===== src/design/cpu_regs_pkg.sv =====
// CPU register slice definitions
package cpu_regs_pkg;

	// Register codes in opcode field order
	typedef enum logic [2:0] {
		REG_B   = 3'd0,
		REG_C   = 3'd1,
		REG_D   = 3'd2,
		REG_E   = 3'd3,
		REG_H   = 3'd4,
		REG_L   = 3'd5,
		REG_HLM = 3'd6, // (HL), no memory here
		REG_A   = 3'd7
	} reg_sel_t;

	typedef enum logic [1:0] {PAIR_BC, PAIR_DE, PAIR_HL, PAIR_SP} pair_sel_t;

	typedef enum logic [1:0] {WR_MOVE, WR_IMM, WR_ALU, WR_IDU} wr_src_t;

	typedef enum logic [2:0] {
		ALU_ADD, ALU_ADC, ALU_SUB, ALU_SBC, ALU_AND, ALU_XOR, ALU_OR, ALU_CP
	} alu_op_t;

	typedef enum logic [1:0] {IDU_NONE, IDU_INC, IDU_DEC} idu_op_t;

	typedef enum logic [1:0] {PC_HOLD, PC_ADV, PC_JUMP} pc_op_t;

	// Instruction classes after decode
	typedef enum logic [3:0] {
		CL_ILLEGAL, CL_MOVE, CL_LD_N, CL_LD_NN, CL_INC, CL_DEC, CL_ALU, CL_JP, CL_LD_SP_HL
	} op_class_t;

	localparam logic [7:0] OP_JP_NN    = 8'hC3;
	localparam logic [7:0] OP_LD_SP_HL = 8'hF9;

	localparam int APB_AW = 8;
	localparam int APB_DW = 32;

	localparam logic [APB_AW-1:0] ADDR_CMD    = 8'h00;
	localparam logic [APB_AW-1:0] ADDR_STATUS = 8'h04;
	localparam logic [APB_AW-1:0] ADDR_AF     = 8'h08;
	localparam logic [APB_AW-1:0] ADDR_BC     = 8'h0C;
	localparam logic [APB_AW-1:0] ADDR_DE     = 8'h10;
	localparam logic [APB_AW-1:0] ADDR_HL     = 8'h14;
	localparam logic [APB_AW-1:0] ADDR_SP     = 8'h18;
	localparam logic [APB_AW-1:0] ADDR_PC     = 8'h1C;
	localparam logic [APB_AW-1:0] ADDR_IR     = 8'h20;

	// Flag bit positions in F, low nibble unused
	localparam int FLAG_Z = 7;
	localparam int FLAG_N = 6;
	localparam int FLAG_H = 5;
	localparam int FLAG_C = 4;

endpackage


===== src/design/reg_file.sv =====
// Eight-bit register file
module reg_file (
	input  logic                    clk,
	input  logic                    arst_n,
	input  cpu_regs_pkg::reg_sel_t  src_sel,
	input  cpu_regs_pkg::reg_sel_t  dst_sel,
	input  cpu_regs_pkg::pair_sel_t pair_sel,
	input  cpu_regs_pkg::wr_src_t   wr_src,
	input  logic                    wr_hi,
	input  logic                    reg_we,
	input  logic                    flag_we,
	input  logic [15:0]             imm,
	input  logic [7:0]              alu_result,
	input  logic [7:0]              alu_flags,
	input  logic [15:0]             idu_out,
	output logic [7:0]              src_data,
	output logic [15:0]             pair_data,
	output logic [7:0]              a_q,
	output logic [7:0]              f_q,
	output logic [7:0]              b_q,
	output logic [7:0]              c_q,
	output logic [7:0]              d_q,
	output logic [7:0]              e_q,
	output logic [7:0]              h_q,
	output logic [7:0]              l_q
);
	import cpu_regs_pkg::*;

	logic [7:0] wr_data;

	always_comb begin
		case (src_sel)
			REG_B:   src_data = b_q;
			REG_C:   src_data = c_q;
			REG_D:   src_data = d_q;
			REG_E:   src_data = e_q;
			REG_H:   src_data = h_q;
			REG_L:   src_data = l_q;
			REG_A:   src_data = a_q;
			default: src_data = 8'h00; // (HL) never reaches here
		endcase
	end

	always_comb begin
		case (pair_sel)
			PAIR_BC: pair_data = {b_q, c_q};
			PAIR_DE: pair_data = {d_q, e_q};
			PAIR_HL: pair_data = {h_q, l_q};
			default: pair_data = 16'h0000; // SP lives in addr_regs
		endcase
	end

	always_comb begin
		case (wr_src)
			WR_MOVE: wr_data = src_data;
			WR_IMM:  wr_data = wr_hi ? imm[15:8] : imm[7:0];
			WR_ALU:  wr_data = alu_result;
			default: wr_data = wr_hi ? idu_out[15:8] : idu_out[7:0];
		endcase
	end

	always_ff @(posedge clk or negedge arst_n) begin
		if (!arst_n) begin
			a_q <= 8'h00;
			f_q <= 8'h00;
			b_q <= 8'h00;
			c_q <= 8'h00;
			d_q <= 8'h00;
			e_q <= 8'h00;
			h_q <= 8'h00;
			l_q <= 8'h00;
		end else begin
			if (reg_we) begin
				case (dst_sel)
					REG_B:   b_q <= wr_data;
					REG_C:   c_q <= wr_data;
					REG_D:   d_q <= wr_data;
					REG_E:   e_q <= wr_data;
					REG_H:   h_q <= wr_data;
					REG_L:   l_q <= wr_data;
					REG_A:   a_q <= wr_data;
					default: ;
				endcase
			end
			if (flag_we)
				f_q <= alu_flags; // Low nibble comes in as zero
		end
	end

endmodule


===== src/design/alu8.sv =====
// Eight-bit ALU with SM83 flags
module alu8 (
	input  cpu_regs_pkg::alu_op_t alu_op,
	input  logic [7:0]            a_in,
	input  logic [7:0]            b_in,
	input  logic                  carry_in,
	output logic [7:0]            alu_result,
	output logic [7:0]            alu_flags
);
	import cpu_regs_pkg::*;

	logic       cin;
	logic [4:0] half;
	logic [8:0] full;
	logic       n_flag;
	logic       h_flag;
	logic       c_flag;

	assign cin = ((alu_op == ALU_ADC) || (alu_op == ALU_SBC)) ? carry_in : 1'b0;

	always_comb begin
		half = 5'd0;
		full = 9'd0;
		alu_result = 8'h00;
		n_flag = 1'b0;
		h_flag = 1'b0;
		c_flag = 1'b0;
		case (alu_op)
			ALU_ADD, ALU_ADC: begin
				half = {1'b0, a_in[3:0]} + {1'b0, b_in[3:0]} + {4'd0, cin};
				full = {1'b0, a_in} + {1'b0, b_in} + {8'd0, cin};
				alu_result = full[7:0];
				h_flag = half[4]; // Carry out of bit 3
				c_flag = full[8];
			end
			ALU_SUB, ALU_SBC, ALU_CP: begin
				half = {1'b0, a_in[3:0]} - {1'b0, b_in[3:0]} - {4'd0, cin};
				full = {1'b0, a_in} - {1'b0, b_in} - {8'd0, cin};
				alu_result = full[7:0]; // CP result is dropped by the sequencer
				n_flag = 1'b1;
				h_flag = half[4]; // Borrow wraps into bit 4
				c_flag = full[8];
			end
			ALU_AND: begin
				alu_result = a_in & b_in;
				h_flag = 1'b1;
			end
			ALU_XOR: alu_result = a_in ^ b_in;
			default: alu_result = a_in | b_in;
		endcase
	end

	always_comb begin
		alu_flags = 8'h00;
		alu_flags[FLAG_Z] = (alu_result == 8'h00);
		alu_flags[FLAG_N] = n_flag;
		alu_flags[FLAG_H] = h_flag;
		alu_flags[FLAG_C] = c_flag;
	end

endmodule


===== src/design/addr_regs.sv =====
// Address registers and incrementer
module addr_regs (
	input  logic                  clk,
	input  logic                  arst_n,
	input  logic [15:0]           imm,
	input  logic                  zw_we,
	input  logic [15:0]           pair_data,
	input  cpu_regs_pkg::idu_op_t idu_op,
	input  logic                  idu_from_sp,
	input  logic                  sp_we,
	input  logic                  sp_from_pair,
	input  cpu_regs_pkg::pc_op_t  pc_op,
	input  logic [1:0]            pc_len,
	output logic [15:0]           sp_q,
	output logic [15:0]           pc_q,
	output logic [15:0]           idu_out
);
	import cpu_regs_pkg::*;

	logic [15:0] zw_q;  // W in 15:8, Z in 7:0
	logic [15:0] idu_q;
	logic [15:0] idu_src;
	logic [15:0] sp_d;

	assign idu_src = idu_from_sp ? sp_q : pair_data;
	assign idu_out = idu_q;

	// SP source priority: HL copy, then IDU, else the immediate in Z/W
	assign sp_d = sp_from_pair ? pair_data :
	              idu_from_sp  ? idu_q     : zw_q;

	always_ff @(posedge clk) begin
		if (zw_we)
			zw_q <= imm;
	end

	always_ff @(posedge clk) begin
		case (idu_op)
			IDU_INC: idu_q <= idu_src + 16'd1; // Wraps FFFF to 0000
			IDU_DEC: idu_q <= idu_src - 16'd1;
			default: idu_q <= idu_q;
		endcase
	end

	always_ff @(posedge clk or negedge arst_n) begin
		if (!arst_n) begin
			sp_q <= 16'hFFFE;
		end else if (sp_we) begin
			sp_q <= sp_d;
		end
	end

	always_ff @(posedge clk or negedge arst_n) begin
		if (!arst_n) begin
			pc_q <= 16'h0000;
		end else begin
			case (pc_op)
				PC_ADV:  pc_q <= pc_q + {14'd0, pc_len};
				PC_JUMP: pc_q <= zw_q;
				default: pc_q <= pc_q;
			endcase
		end
	end

endmodule


===== src/design/seq_ctrl.sv =====
// APB slave and instruction sequencer
module seq_ctrl (
	input  logic                              clk,
	input  logic                              arst_n,
	input  logic                              psel,
	input  logic                              penable,
	input  logic                              pwrite,
	input  logic [cpu_regs_pkg::APB_AW-1:0]   paddr,
	input  logic [cpu_regs_pkg::APB_DW-1:0]   pwdata,
	output logic [cpu_regs_pkg::APB_DW-1:0]   prdata,
	output logic                              pready,
	output logic                              pslverr,
	input  logic [7:0]                        a_q,
	input  logic [7:0]                        f_q,
	input  logic [7:0]                        b_q,
	input  logic [7:0]                        c_q,
	input  logic [7:0]                        d_q,
	input  logic [7:0]                        e_q,
	input  logic [7:0]                        h_q,
	input  logic [7:0]                        l_q,
	input  logic [15:0]                       sp_q,
	input  logic [15:0]                       pc_q,
	output logic [15:0]                       imm,
	output cpu_regs_pkg::reg_sel_t            src_sel,
	output cpu_regs_pkg::reg_sel_t            dst_sel,
	output cpu_regs_pkg::pair_sel_t           pair_sel,
	output cpu_regs_pkg::wr_src_t             wr_src,
	output logic                              wr_hi,
	output logic                              reg_we,
	output logic                              flag_we,
	output cpu_regs_pkg::alu_op_t             alu_op,
	output cpu_regs_pkg::idu_op_t             idu_op,
	output logic                              idu_from_sp,
	output logic                              sp_we,
	output logic                              sp_from_pair,
	output cpu_regs_pkg::pc_op_t              pc_op,
	output logic [1:0]                        pc_len,
	output logic                              zw_we
);
	import cpu_regs_pkg::*;

	logic        access;
	logic        cmd_wr;
	logic        cmd_accept;
	logic        rd_hit;
	logic        busy_q;
	logic        illegal_q;
	logic [1:0]  step_q;
	logic [7:0]  ir_q;
	logic [15:0] imm_q;
	op_class_t   cls;
	logic [1:0]  n_steps;
	reg_sel_t    f_dst;
	reg_sel_t    f_src;
	pair_sel_t   f_pp;
	logic        step0;
	logic        step1;
	logic        step2;
	logic        last_step;

	assign access = psel && penable;
	assign cmd_wr = access && pwrite && (paddr == ADDR_CMD);
	assign cmd_accept = cmd_wr && !busy_q;
	assign pready = !(cmd_wr && busy_q); // Back-pressure until the core is idle
	assign pslverr = access && (pwrite ? (paddr != ADDR_CMD) : !rd_hit);

	always_comb begin
		rd_hit = 1'b1;
		case (paddr)
			ADDR_STATUS: prdata = {30'd0, illegal_q, busy_q};
			ADDR_AF:     prdata = {16'd0, a_q, f_q};
			ADDR_BC:     prdata = {16'd0, b_q, c_q};
			ADDR_DE:     prdata = {16'd0, d_q, e_q};
			ADDR_HL:     prdata = {16'd0, h_q, l_q};
			ADDR_SP:     prdata = {16'd0, sp_q};
			ADDR_PC:     prdata = {16'd0, pc_q};
			ADDR_IR:     prdata = {24'd0, ir_q};
			default: begin
				prdata = '0; // CMD is write only
				rd_hit = 1'b0;
			end
		endcase
	end

	// Z/W loads straight from the bus on the accepting edge
	assign imm = cmd_accept ? pwdata[23:8] : imm_q;
	assign zw_we = cmd_accept;

	assign f_dst = reg_sel_t'(ir_q[5:3]);
	assign f_src = reg_sel_t'(ir_q[2:0]);
	assign f_pp = pair_sel_t'(ir_q[5:4]);

	always_comb begin
		cls = CL_ILLEGAL;
		casez (ir_q)
			OP_JP_NN:    cls = CL_JP;
			OP_LD_SP_HL: cls = CL_LD_SP_HL;
			8'b01??????: cls = (f_dst == REG_HLM || f_src == REG_HLM) ? CL_ILLEGAL : CL_MOVE;
			8'b00???110: cls = (f_dst == REG_HLM) ? CL_ILLEGAL : CL_LD_N;
			8'b00??0001: cls = CL_LD_NN;
			8'b00??0011: cls = CL_INC;
			8'b00??1011: cls = CL_DEC;
			8'b10??????: cls = (f_src == REG_HLM) ? CL_ILLEGAL : CL_ALU;
			default:     cls = CL_ILLEGAL;
		endcase
	end

	always_comb begin
		case (cls)
			CL_LD_NN, CL_INC, CL_DEC, CL_JP: n_steps = 2'd2;
			default:                         n_steps = 2'd1;
		endcase
		case (cls)
			CL_LD_N:  pc_len = 2'd2;
			CL_LD_NN: pc_len = 2'd3;
			default:  pc_len = 2'd1;
		endcase
	end

	// Step 0 is the decode cycle, the IDU also runs there
	assign step0 = busy_q && (step_q == 2'd0);
	assign step1 = busy_q && (step_q == 2'd1);
	assign step2 = busy_q && (step_q == 2'd2);
	assign last_step = busy_q && (step_q == n_steps);

	assign pair_sel = (cls == CL_LD_SP_HL) ? PAIR_HL : f_pp;
	assign src_sel = f_src;
	assign alu_op = alu_op_t'(ir_q[5:3]);

	always_comb begin
		dst_sel = f_dst;
		wr_src = WR_MOVE;
		wr_hi = 1'b0;
		reg_we = 1'b0;
		flag_we = 1'b0;
		idu_op = IDU_NONE;
		idu_from_sp = 1'b0;
		sp_we = 1'b0;
		sp_from_pair = 1'b0;
		pc_op = PC_HOLD;
		if (last_step && cls != CL_ILLEGAL)
			pc_op = (cls == CL_JP) ? PC_JUMP : PC_ADV;
		case (cls)
			CL_MOVE: reg_we = step1;
			CL_LD_N: begin
				wr_src = WR_IMM;
				reg_we = step1;
			end
			CL_LD_NN: begin
				wr_src = WR_IMM;
				wr_hi = step1; // High byte first
				dst_sel = reg_sel_t'({ir_q[5:4], step2});
				reg_we = (f_pp != PAIR_SP) && (step1 || step2);
				sp_we = (f_pp == PAIR_SP) && step1;
			end
			CL_INC, CL_DEC: begin
				if (step0)
					idu_op = (cls == CL_INC) ? IDU_INC : IDU_DEC;
				idu_from_sp = (f_pp == PAIR_SP);
				wr_src = WR_IDU;
				wr_hi = step1;
				dst_sel = reg_sel_t'({ir_q[5:4], step2});
				reg_we = (f_pp != PAIR_SP) && (step1 || step2);
				sp_we = (f_pp == PAIR_SP) && step1;
			end
			CL_ALU: begin
				dst_sel = REG_A;
				wr_src = WR_ALU;
				reg_we = step1 && (alu_op != ALU_CP);
				flag_we = step1;
			end
			CL_LD_SP_HL: begin
				sp_we = step1;
				sp_from_pair = 1'b1;
			end
			default: ;
		endcase
	end

	always_ff @(posedge clk) begin
		if (cmd_accept)
			imm_q <= pwdata[23:8];
	end

	always_ff @(posedge clk or negedge arst_n) begin
		if (!arst_n) begin
			busy_q <= 1'b0;
			illegal_q <= 1'b0;
			step_q <= 2'd0;
			ir_q <= 8'h00;
		end else if (cmd_accept) begin
			busy_q <= 1'b1;
			step_q <= 2'd0;
			ir_q <= pwdata[7:0];
		end else if (busy_q) begin
			if (step0)
				illegal_q <= (cls == CL_ILLEGAL);
			if (last_step) begin
				busy_q <= 1'b0;
				step_q <= 2'd0;
			end else begin
				step_q <= step_q + 2'd1;
			end
		end
	end

endmodule


===== src/design/cpu_regs_top.sv =====
// CPU register slice top level
module cpu_regs_top (
	input  logic                            clk,
	input  logic                            arst_n,
	input  logic                            psel,
	input  logic                            penable,
	input  logic                            pwrite,
	input  logic [cpu_regs_pkg::APB_AW-1:0] paddr,
	input  logic [cpu_regs_pkg::APB_DW-1:0] pwdata,
	output logic [cpu_regs_pkg::APB_DW-1:0] prdata,
	output logic                            pready,
	output logic                            pslverr
);
	import cpu_regs_pkg::*;

	logic [7:0]  a_q;
	logic [7:0]  f_q;
	logic [7:0]  b_q;
	logic [7:0]  c_q;
	logic [7:0]  d_q;
	logic [7:0]  e_q;
	logic [7:0]  h_q;
	logic [7:0]  l_q;
	logic [15:0] sp_q;
	logic [15:0] pc_q;
	logic [15:0] imm;
	logic [15:0] idu_out;
	logic [15:0] pair_data;
	logic [7:0]  src_data;
	logic [7:0]  alu_result;
	logic [7:0]  alu_flags;
	reg_sel_t    src_sel;
	reg_sel_t    dst_sel;
	pair_sel_t   pair_sel;
	wr_src_t     wr_src;
	alu_op_t     alu_op;
	idu_op_t     idu_op;
	pc_op_t      pc_op;
	logic        wr_hi;
	logic        reg_we;
	logic        flag_we;
	logic        idu_from_sp;
	logic        sp_we;
	logic        sp_from_pair;
	logic [1:0]  pc_len;
	logic        zw_we;

	seq_ctrl u_ctrl (
		.clk(clk), .arst_n(arst_n),
		.psel(psel), .penable(penable), .pwrite(pwrite), .paddr(paddr), .pwdata(pwdata),
		.prdata(prdata), .pready(pready), .pslverr(pslverr),
		.a_q(a_q), .f_q(f_q), .b_q(b_q), .c_q(c_q), .d_q(d_q), .e_q(e_q),
		.h_q(h_q), .l_q(l_q), .sp_q(sp_q), .pc_q(pc_q),
		.imm(imm), .src_sel(src_sel), .dst_sel(dst_sel), .pair_sel(pair_sel),
		.wr_src(wr_src), .wr_hi(wr_hi), .reg_we(reg_we), .flag_we(flag_we),
		.alu_op(alu_op), .idu_op(idu_op), .idu_from_sp(idu_from_sp), .sp_we(sp_we),
		.sp_from_pair(sp_from_pair), .pc_op(pc_op), .pc_len(pc_len), .zw_we(zw_we)
	);

	reg_file u_regs (
		.clk(clk), .arst_n(arst_n),
		.src_sel(src_sel), .dst_sel(dst_sel), .pair_sel(pair_sel), .wr_src(wr_src),
		.wr_hi(wr_hi), .reg_we(reg_we), .flag_we(flag_we), .imm(imm),
		.alu_result(alu_result), .alu_flags(alu_flags), .idu_out(idu_out),
		.src_data(src_data), .pair_data(pair_data),
		.a_q(a_q), .f_q(f_q), .b_q(b_q), .c_q(c_q), .d_q(d_q), .e_q(e_q),
		.h_q(h_q), .l_q(l_q)
	);

	alu8 u_alu (
		.alu_op(alu_op), .a_in(a_q), .b_in(src_data), .carry_in(f_q[FLAG_C]),
		.alu_result(alu_result), .alu_flags(alu_flags)
	);

	addr_regs u_addr (
		.clk(clk), .arst_n(arst_n),
		.imm(imm), .zw_we(zw_we), .pair_data(pair_data),
		.idu_op(idu_op), .idu_from_sp(idu_from_sp), .sp_we(sp_we),
		.sp_from_pair(sp_from_pair), .pc_op(pc_op), .pc_len(pc_len),
		.sp_q(sp_q), .pc_q(pc_q), .idu_out(idu_out)
	);

endmodule


===== config.mk =====
export PLATFORM = sky130hd
export DESIGN_NAME = cpu_regs_top
export DESIGN_NICKNAME = d
export VERILOG_FILES = /design/src/design/cpu_regs_pkg.sv /design/src/design/reg_file.sv /design/src/design/alu8.sv /design/src/design/addr_regs.sv /design/src/design/seq_ctrl.sv /design/src/design/cpu_regs_top.sv
export SDC_FILE = /design/constraint.sdc
export NUM_CORES = 1
export LEC_CHECK = 0
export BUFFER_PORTS_ARGS = -buffer_cell sky130_fd_sc_hd__buf_2
export CORE_UTILIZATION = 60
export CTS_CLUSTER_SIZE = 20
export DETAILED_ROUTE_END_ITERATION = 10
export MAX_ROUTING_LAYER = met4
export PLACE_DENSITY = 0.81
export SETUP_SLACK_MARGIN = 0.5
export SYNTH_ARGS = -nofsm -noshare
export SYNTH_HDL_FRONTEND = slang
export SYNTH_SLANG_ARGS = --single-unit

===== constraint.sdc =====
create_clock -name clk -period 12.1 [get_ports clk]
set_clock_uncertainty 0.15 [all_clocks]
set_input_delay 3.63 -clock clk [delete_from_list [all_inputs] [get_ports clk]]
set_output_delay 3.63 -clock clk [all_outputs]
set_load 0.03 [all_outputs]

# == Word-level counts from Yosys, hierarchy flattened ==
# Cells that the tools add are included.
# Widths: inputs -> output; s select.
# totals
output_inout_bits,34
input_bits,45
regBits,152
# classes
n_reduce_logical,50
addsub,12
n_mux,45
bitwise,4
n_eq_ne,58
# ops
op,count
$pmux 16 s8,1
$mux 16,4
$pmux 16 s2,2
$pmux 8 s7,1
$pmux 16 s3,1
$eq 3x3->1 const B,11
$eq 8x5->1 const B,4
$pmux 4 s8,1
$pmux 8 s4,1
$pmux 8 s3,1
$mux 2,11
$eq 3x2->1 const B,6
$add 16x1->16 const B,1
$add 16x2->16,1
$eq 4x3->1 const B,4
$eq 8x4->1 const B,2
$eq 8x8->1 const B,2
$logic_not 8->1,2
$mux 8,2
$sub 16x1->16 const B,1
$eq 2x2->1 const B,7
$logic_and 1x1->1,14
$reduce_and 2->1,7
$eq 2x1->1 const B,6
46 further kinds,76

# == Logic depth before layout (Yosys ltp) ==
# depth
depth_word,13
mapped_depth,17
depth_no_buf,14

# == By module ==
# From an unflattened synthesis, not the netlist that was laid out.
# unflattened
hier_cells,1369
area_unflattened_um2,12628.4
# modules_own_cells
mod,cells_per_inst,area_each_um2,seq_area_each_um2,instances
addr_regs,414,4182.8,1780.5,1
reg_file,439,4110.2,1601.5,1
seq_ctrl,300,2790.2,620.6,1
alu8,216,1545.2,0.0,1

# == Worst setup path after synthesis ==
# OpenSTA, ideal clock, no wires.
# synth_timing
path_type,input -> output
start,input paddr[1] (netlist bit)
end,output prdata[0] (netlist bit)
t_required_ps,8320
path_stages,5
setup_slack_ps,2680
arrival_time_ps,5640
path_buffers,1
cell_sequence,or4_1 -> nor2_1 -> nand3b_1 -> clkbuf_1 -> o21ai_0
# synth_between
elab_chain_cells,2
# synth_rtl
item,line,text
start: declaration,cpu_regs_top.sv:8,"input logic [cpu_regs_pkg::APB_AW-1:0] paddr,"
$eq 8x6->1 (tied with other cells),seq_ctrl.sv:69,case (paddr)
$pmux 16 s8 (*),seq_ctrl.sv:69,
end: declaration,cpu_regs_top.sv:10,"output logic [cpu_regs_pkg::APB_DW-1:0] prdata,"
# Every way passes the cells marked *; elsewhere a longest branch is shown, timed or not.

# == Final worst setup path ==
# layout_timing
start,input paddr[1] (netlist bit)
end,output prdata[9] (netlist bit)
# Same word-level chain as after synthesis.

==> flow_summary.yaml <==
power_and_ir_drop:
  fin_total_pwr_mw: 1.20
  clkPwrFrac: 0.463
  leakagePower_nw: 4.90
  switchingPower_mw: 0.353
  comb_power_share: 0.094
  power_density_nw_per_um2: 100
  ir_worst_vdd_v: 0.000103
  switching_share: 0.294
  p_int_mw: 0.847
  pwr-share-seq: 0.443
clocking:
  htreeDepth: 4
  clockBufferDepth: 2
  clk_pin_slew_ps: 70
  clk_latency_ps: 450
  ctsHoldBuffers: 0
  cts_root_buffer: "clkbuf_16"
  cts_resized: 0
  cts_tree: "built"
  cts_sinks: 152
  numCtsBuffers: 17
  post_cts_buffers: 0
floorplanning:
  coreArea_um2: 18000
  initial_utilization: 0.614
  die_width_um: 138
  dieArea_um2: 18900
  io_pins: 79
  chipHeight_um: 138
  fp-row-count: 49
worst_setup_path:
  crit_path_start_kind: "input pin"
  path_cells: "buf_2, or4_1, nor2_1, nand3b_1, o21ai_0, buf_2"
  slowest_stage: "or4_1"
  path_class: "in2out"
  cpMostUsedCell: "buf_2"
  crit_arrival_ps: 6300
  cp-end-kind: "output pin"
  cpPeakStageDelay_ps: 640
  worstPathMaxFanout: 16
  crit_required_ps: 8320
global_route:
  track_usage: 0.395
  antenna_found_initial: 0
  grt_max_degree: 75
  grt_pass1_wl_um: 52900
  grt_overflow: 0
  grt_pass1_vias: 9327
synth:
  synth_area_leader_cell: "dfrtp_1"
  yosysSeqAreaShare: 0.354
  synth_cell_types: 88
  synth_area_leaders: "dfrtp_1 (20%), edfxtp_1 (8.7%), mux2_2 (7.2%), mux2i_1 (6.4%), ha_1 (5.4%)"
  syn_avg_cell_area_um2: 9.61
  yosys_warnings: 0
  synth_edf_count: 32
  synthCells: 1148
  synth-seq-cells: 152
  synth_top_area_share: 0.202
  netlist_area_um2: 11000
  synthFlopType: "dfrtp_1"
  ys_async_sr_fraction: 0.684
drt:
  via_per_inst: 6.80
  drc: 0
  drt-wirelength-per-cell_um: 24.4
  firstDrtPassIters: 6
  num_vias: 9608
  first_iter_violations: 1333
  wl_um: 34500
  drtAntennaViolNets: 0
status:
  outcome: "finished, final reports clean"
place:
  place.gp.congestion: 0.961
  port_buffers: 54
  place_ws_ps: 2140
  dp_hpwl_um: 23900
  dp.cells: 1380
  place_area_um2: 11400
finish:
  diodes: 0
  layout.nets: 1269
  nFillCells: 1398
  multi_input_area_um2: 6620
  design_area_um2: 12000
  layout.cells.non_filler: 1412
  fin_util: 0.668
  layout_common_cells: "nand2_1 (133), dfrtp_1 (89), mux2i_1 (71), mux2_2 (71), nor2_1 (69)"
  area_growth_pct: 8.72
  final_common_cell: "nand2_1"
  drive_above_1_share: 0.195
  seq_area_um2: 3900
timing:
  finalCritPeriodShare: 0.833
  fin_ws_ps: 2020
  fin_hold_ws_ps: 306
  fmax_ghz: 0.0992
  max-slew-margin-rel: 0.259
  setup_violations: 0
  fin_tns_setup_ps: 0
  drv_slew: 0
  worst_slew_pin_slew_ps: 1110
  hold_viol: 0
  finalCriticalPeriod_ps: 10080
  rsz0062_at_grt: "no"
min_path:
  min_path_type: "reg2reg"
run:
  cap_violations: 0
## power groups by stage
stage | clock network, mW | logic (mW) | registers [mW]
6_report | 0.555 | 0.113 | 0.532
3_5_place_dp | 0 | 0.109 | 0.542
2_1_floorplan | 0 | 0.0781 | 0.540
5_1_grt | 0.576 | 0.122 | 0.533
4_1_cts | 0.552 | 0.111 | 0.532
3_3_place_gp | 0 | 0.107 | 0.542
## critical path, delay by kind of cell
kind | cells | cell delay [ps]
compound gates | 1 | 640
buf+inv | 2 | 390
simple gates | 3 | 1620
## area by class of cell
class                           instances  share of cell area
Tap cell                              229              0.0239
Sequential cell                       152               0.325
Multi-Input combinational cell        886               0.551
Inverter                               40              0.0125
Timing Repair Buffer                   73              0.0346
Clock buffer                           17              0.0355
Clock inverter                         15              0.0168
## synth_stat cells, types with 13 or more instances
master	number
a21oi_1	47
a221o_1	13
a22oi_1	16
a31oi_1	15
buf_2	27
buf_4	19
clkbuf_1	30
dfrtp_1	89
dfstp_2	15
dfxtp_1	16
edfxtp_1	32
ha_1	48
inv_1	40
mux2_1	25
mux2_2	71
mux2i_1	71
nand2_1	133
nand3_1	25
nor2_1	69
nor2b_1	16
o21ai_0	67
xnor2_1	14
## registers in the layout, indices dropped and copies added, names as in the netlist
| register | count |
|---|---|
| u_regs.a_q | 8 |
| u_ctrl.step_q | 2 |
| u_regs.l_q | 8 |
| u_regs.h_q | 8 |
| u_ctrl.ir_q | 8 |
| u_regs.b_q | 8 |
| u_ctrl.busy_q | 1 |
| u_ctrl.imm_q | 16 |
| u_addr.idu_out | 16 |
| u_ctrl.illegal_q | 1 |
| u_regs.c_q | 8 |
| u_addr.zw_q | 16 |
| u_regs.f_q | 4 |
| u_regs.e_q | 8 |
| u_regs.d_q | 8 |
| u_addr.sp_q | 16 |
| u_addr.pc_q | 16 |
## logic make-up (layout without fill, tap and decap cells)
logic type | Yosys count | after routing | synth area share
adders and majority gates | 54 | 54 | 0.0653
xor gates and xnor gates | 20 | 20 | 0.0159
and+or+nand+nor | 335 | 335 | 0.152
DFF | 152 | 152 | 0.354
other | 1 | 16 | 0.000340
AOI/OAI and AO/OA | 284 | 284 | 0.178
muxes | 177 | 177 | 0.181
buffers and inverters | 125 | 145 | 0.0534
## path summary, 6_finish.rpt
| path | startpoint | end | slack, ps | cells after the start |
|---|---|---|---|---|
| setup / recovery | paddr[1] | prdata[9] | 2020 | 6 |
| hold / removal | u_ctrl.imm_q[4] | u_ctrl.imm_q[4] | 310 | 2 |
| setup reg to reg | u_ctrl.ir_q[4] | u_addr.idu_out[15] | 6630 | 13 |
| hold reg to reg | u_ctrl.imm_q[4] | u_ctrl.imm_q[4] | 310 | 2 |
| max in group asynchronous | arst_n | u_addr.pc_q[6] | 7500 | 2 |
| min in group asynchronous | arst_n | u_regs.d_q[7] | 2960 | 1 |
## routing by layer
metal  part of all wire  track usage
met1               0.38        0.475
met2               0.43        0.576
met3               0.13        0.137
met4              0.062        0.222
met5                  0            -
Power figures use the tool's default switching activity.
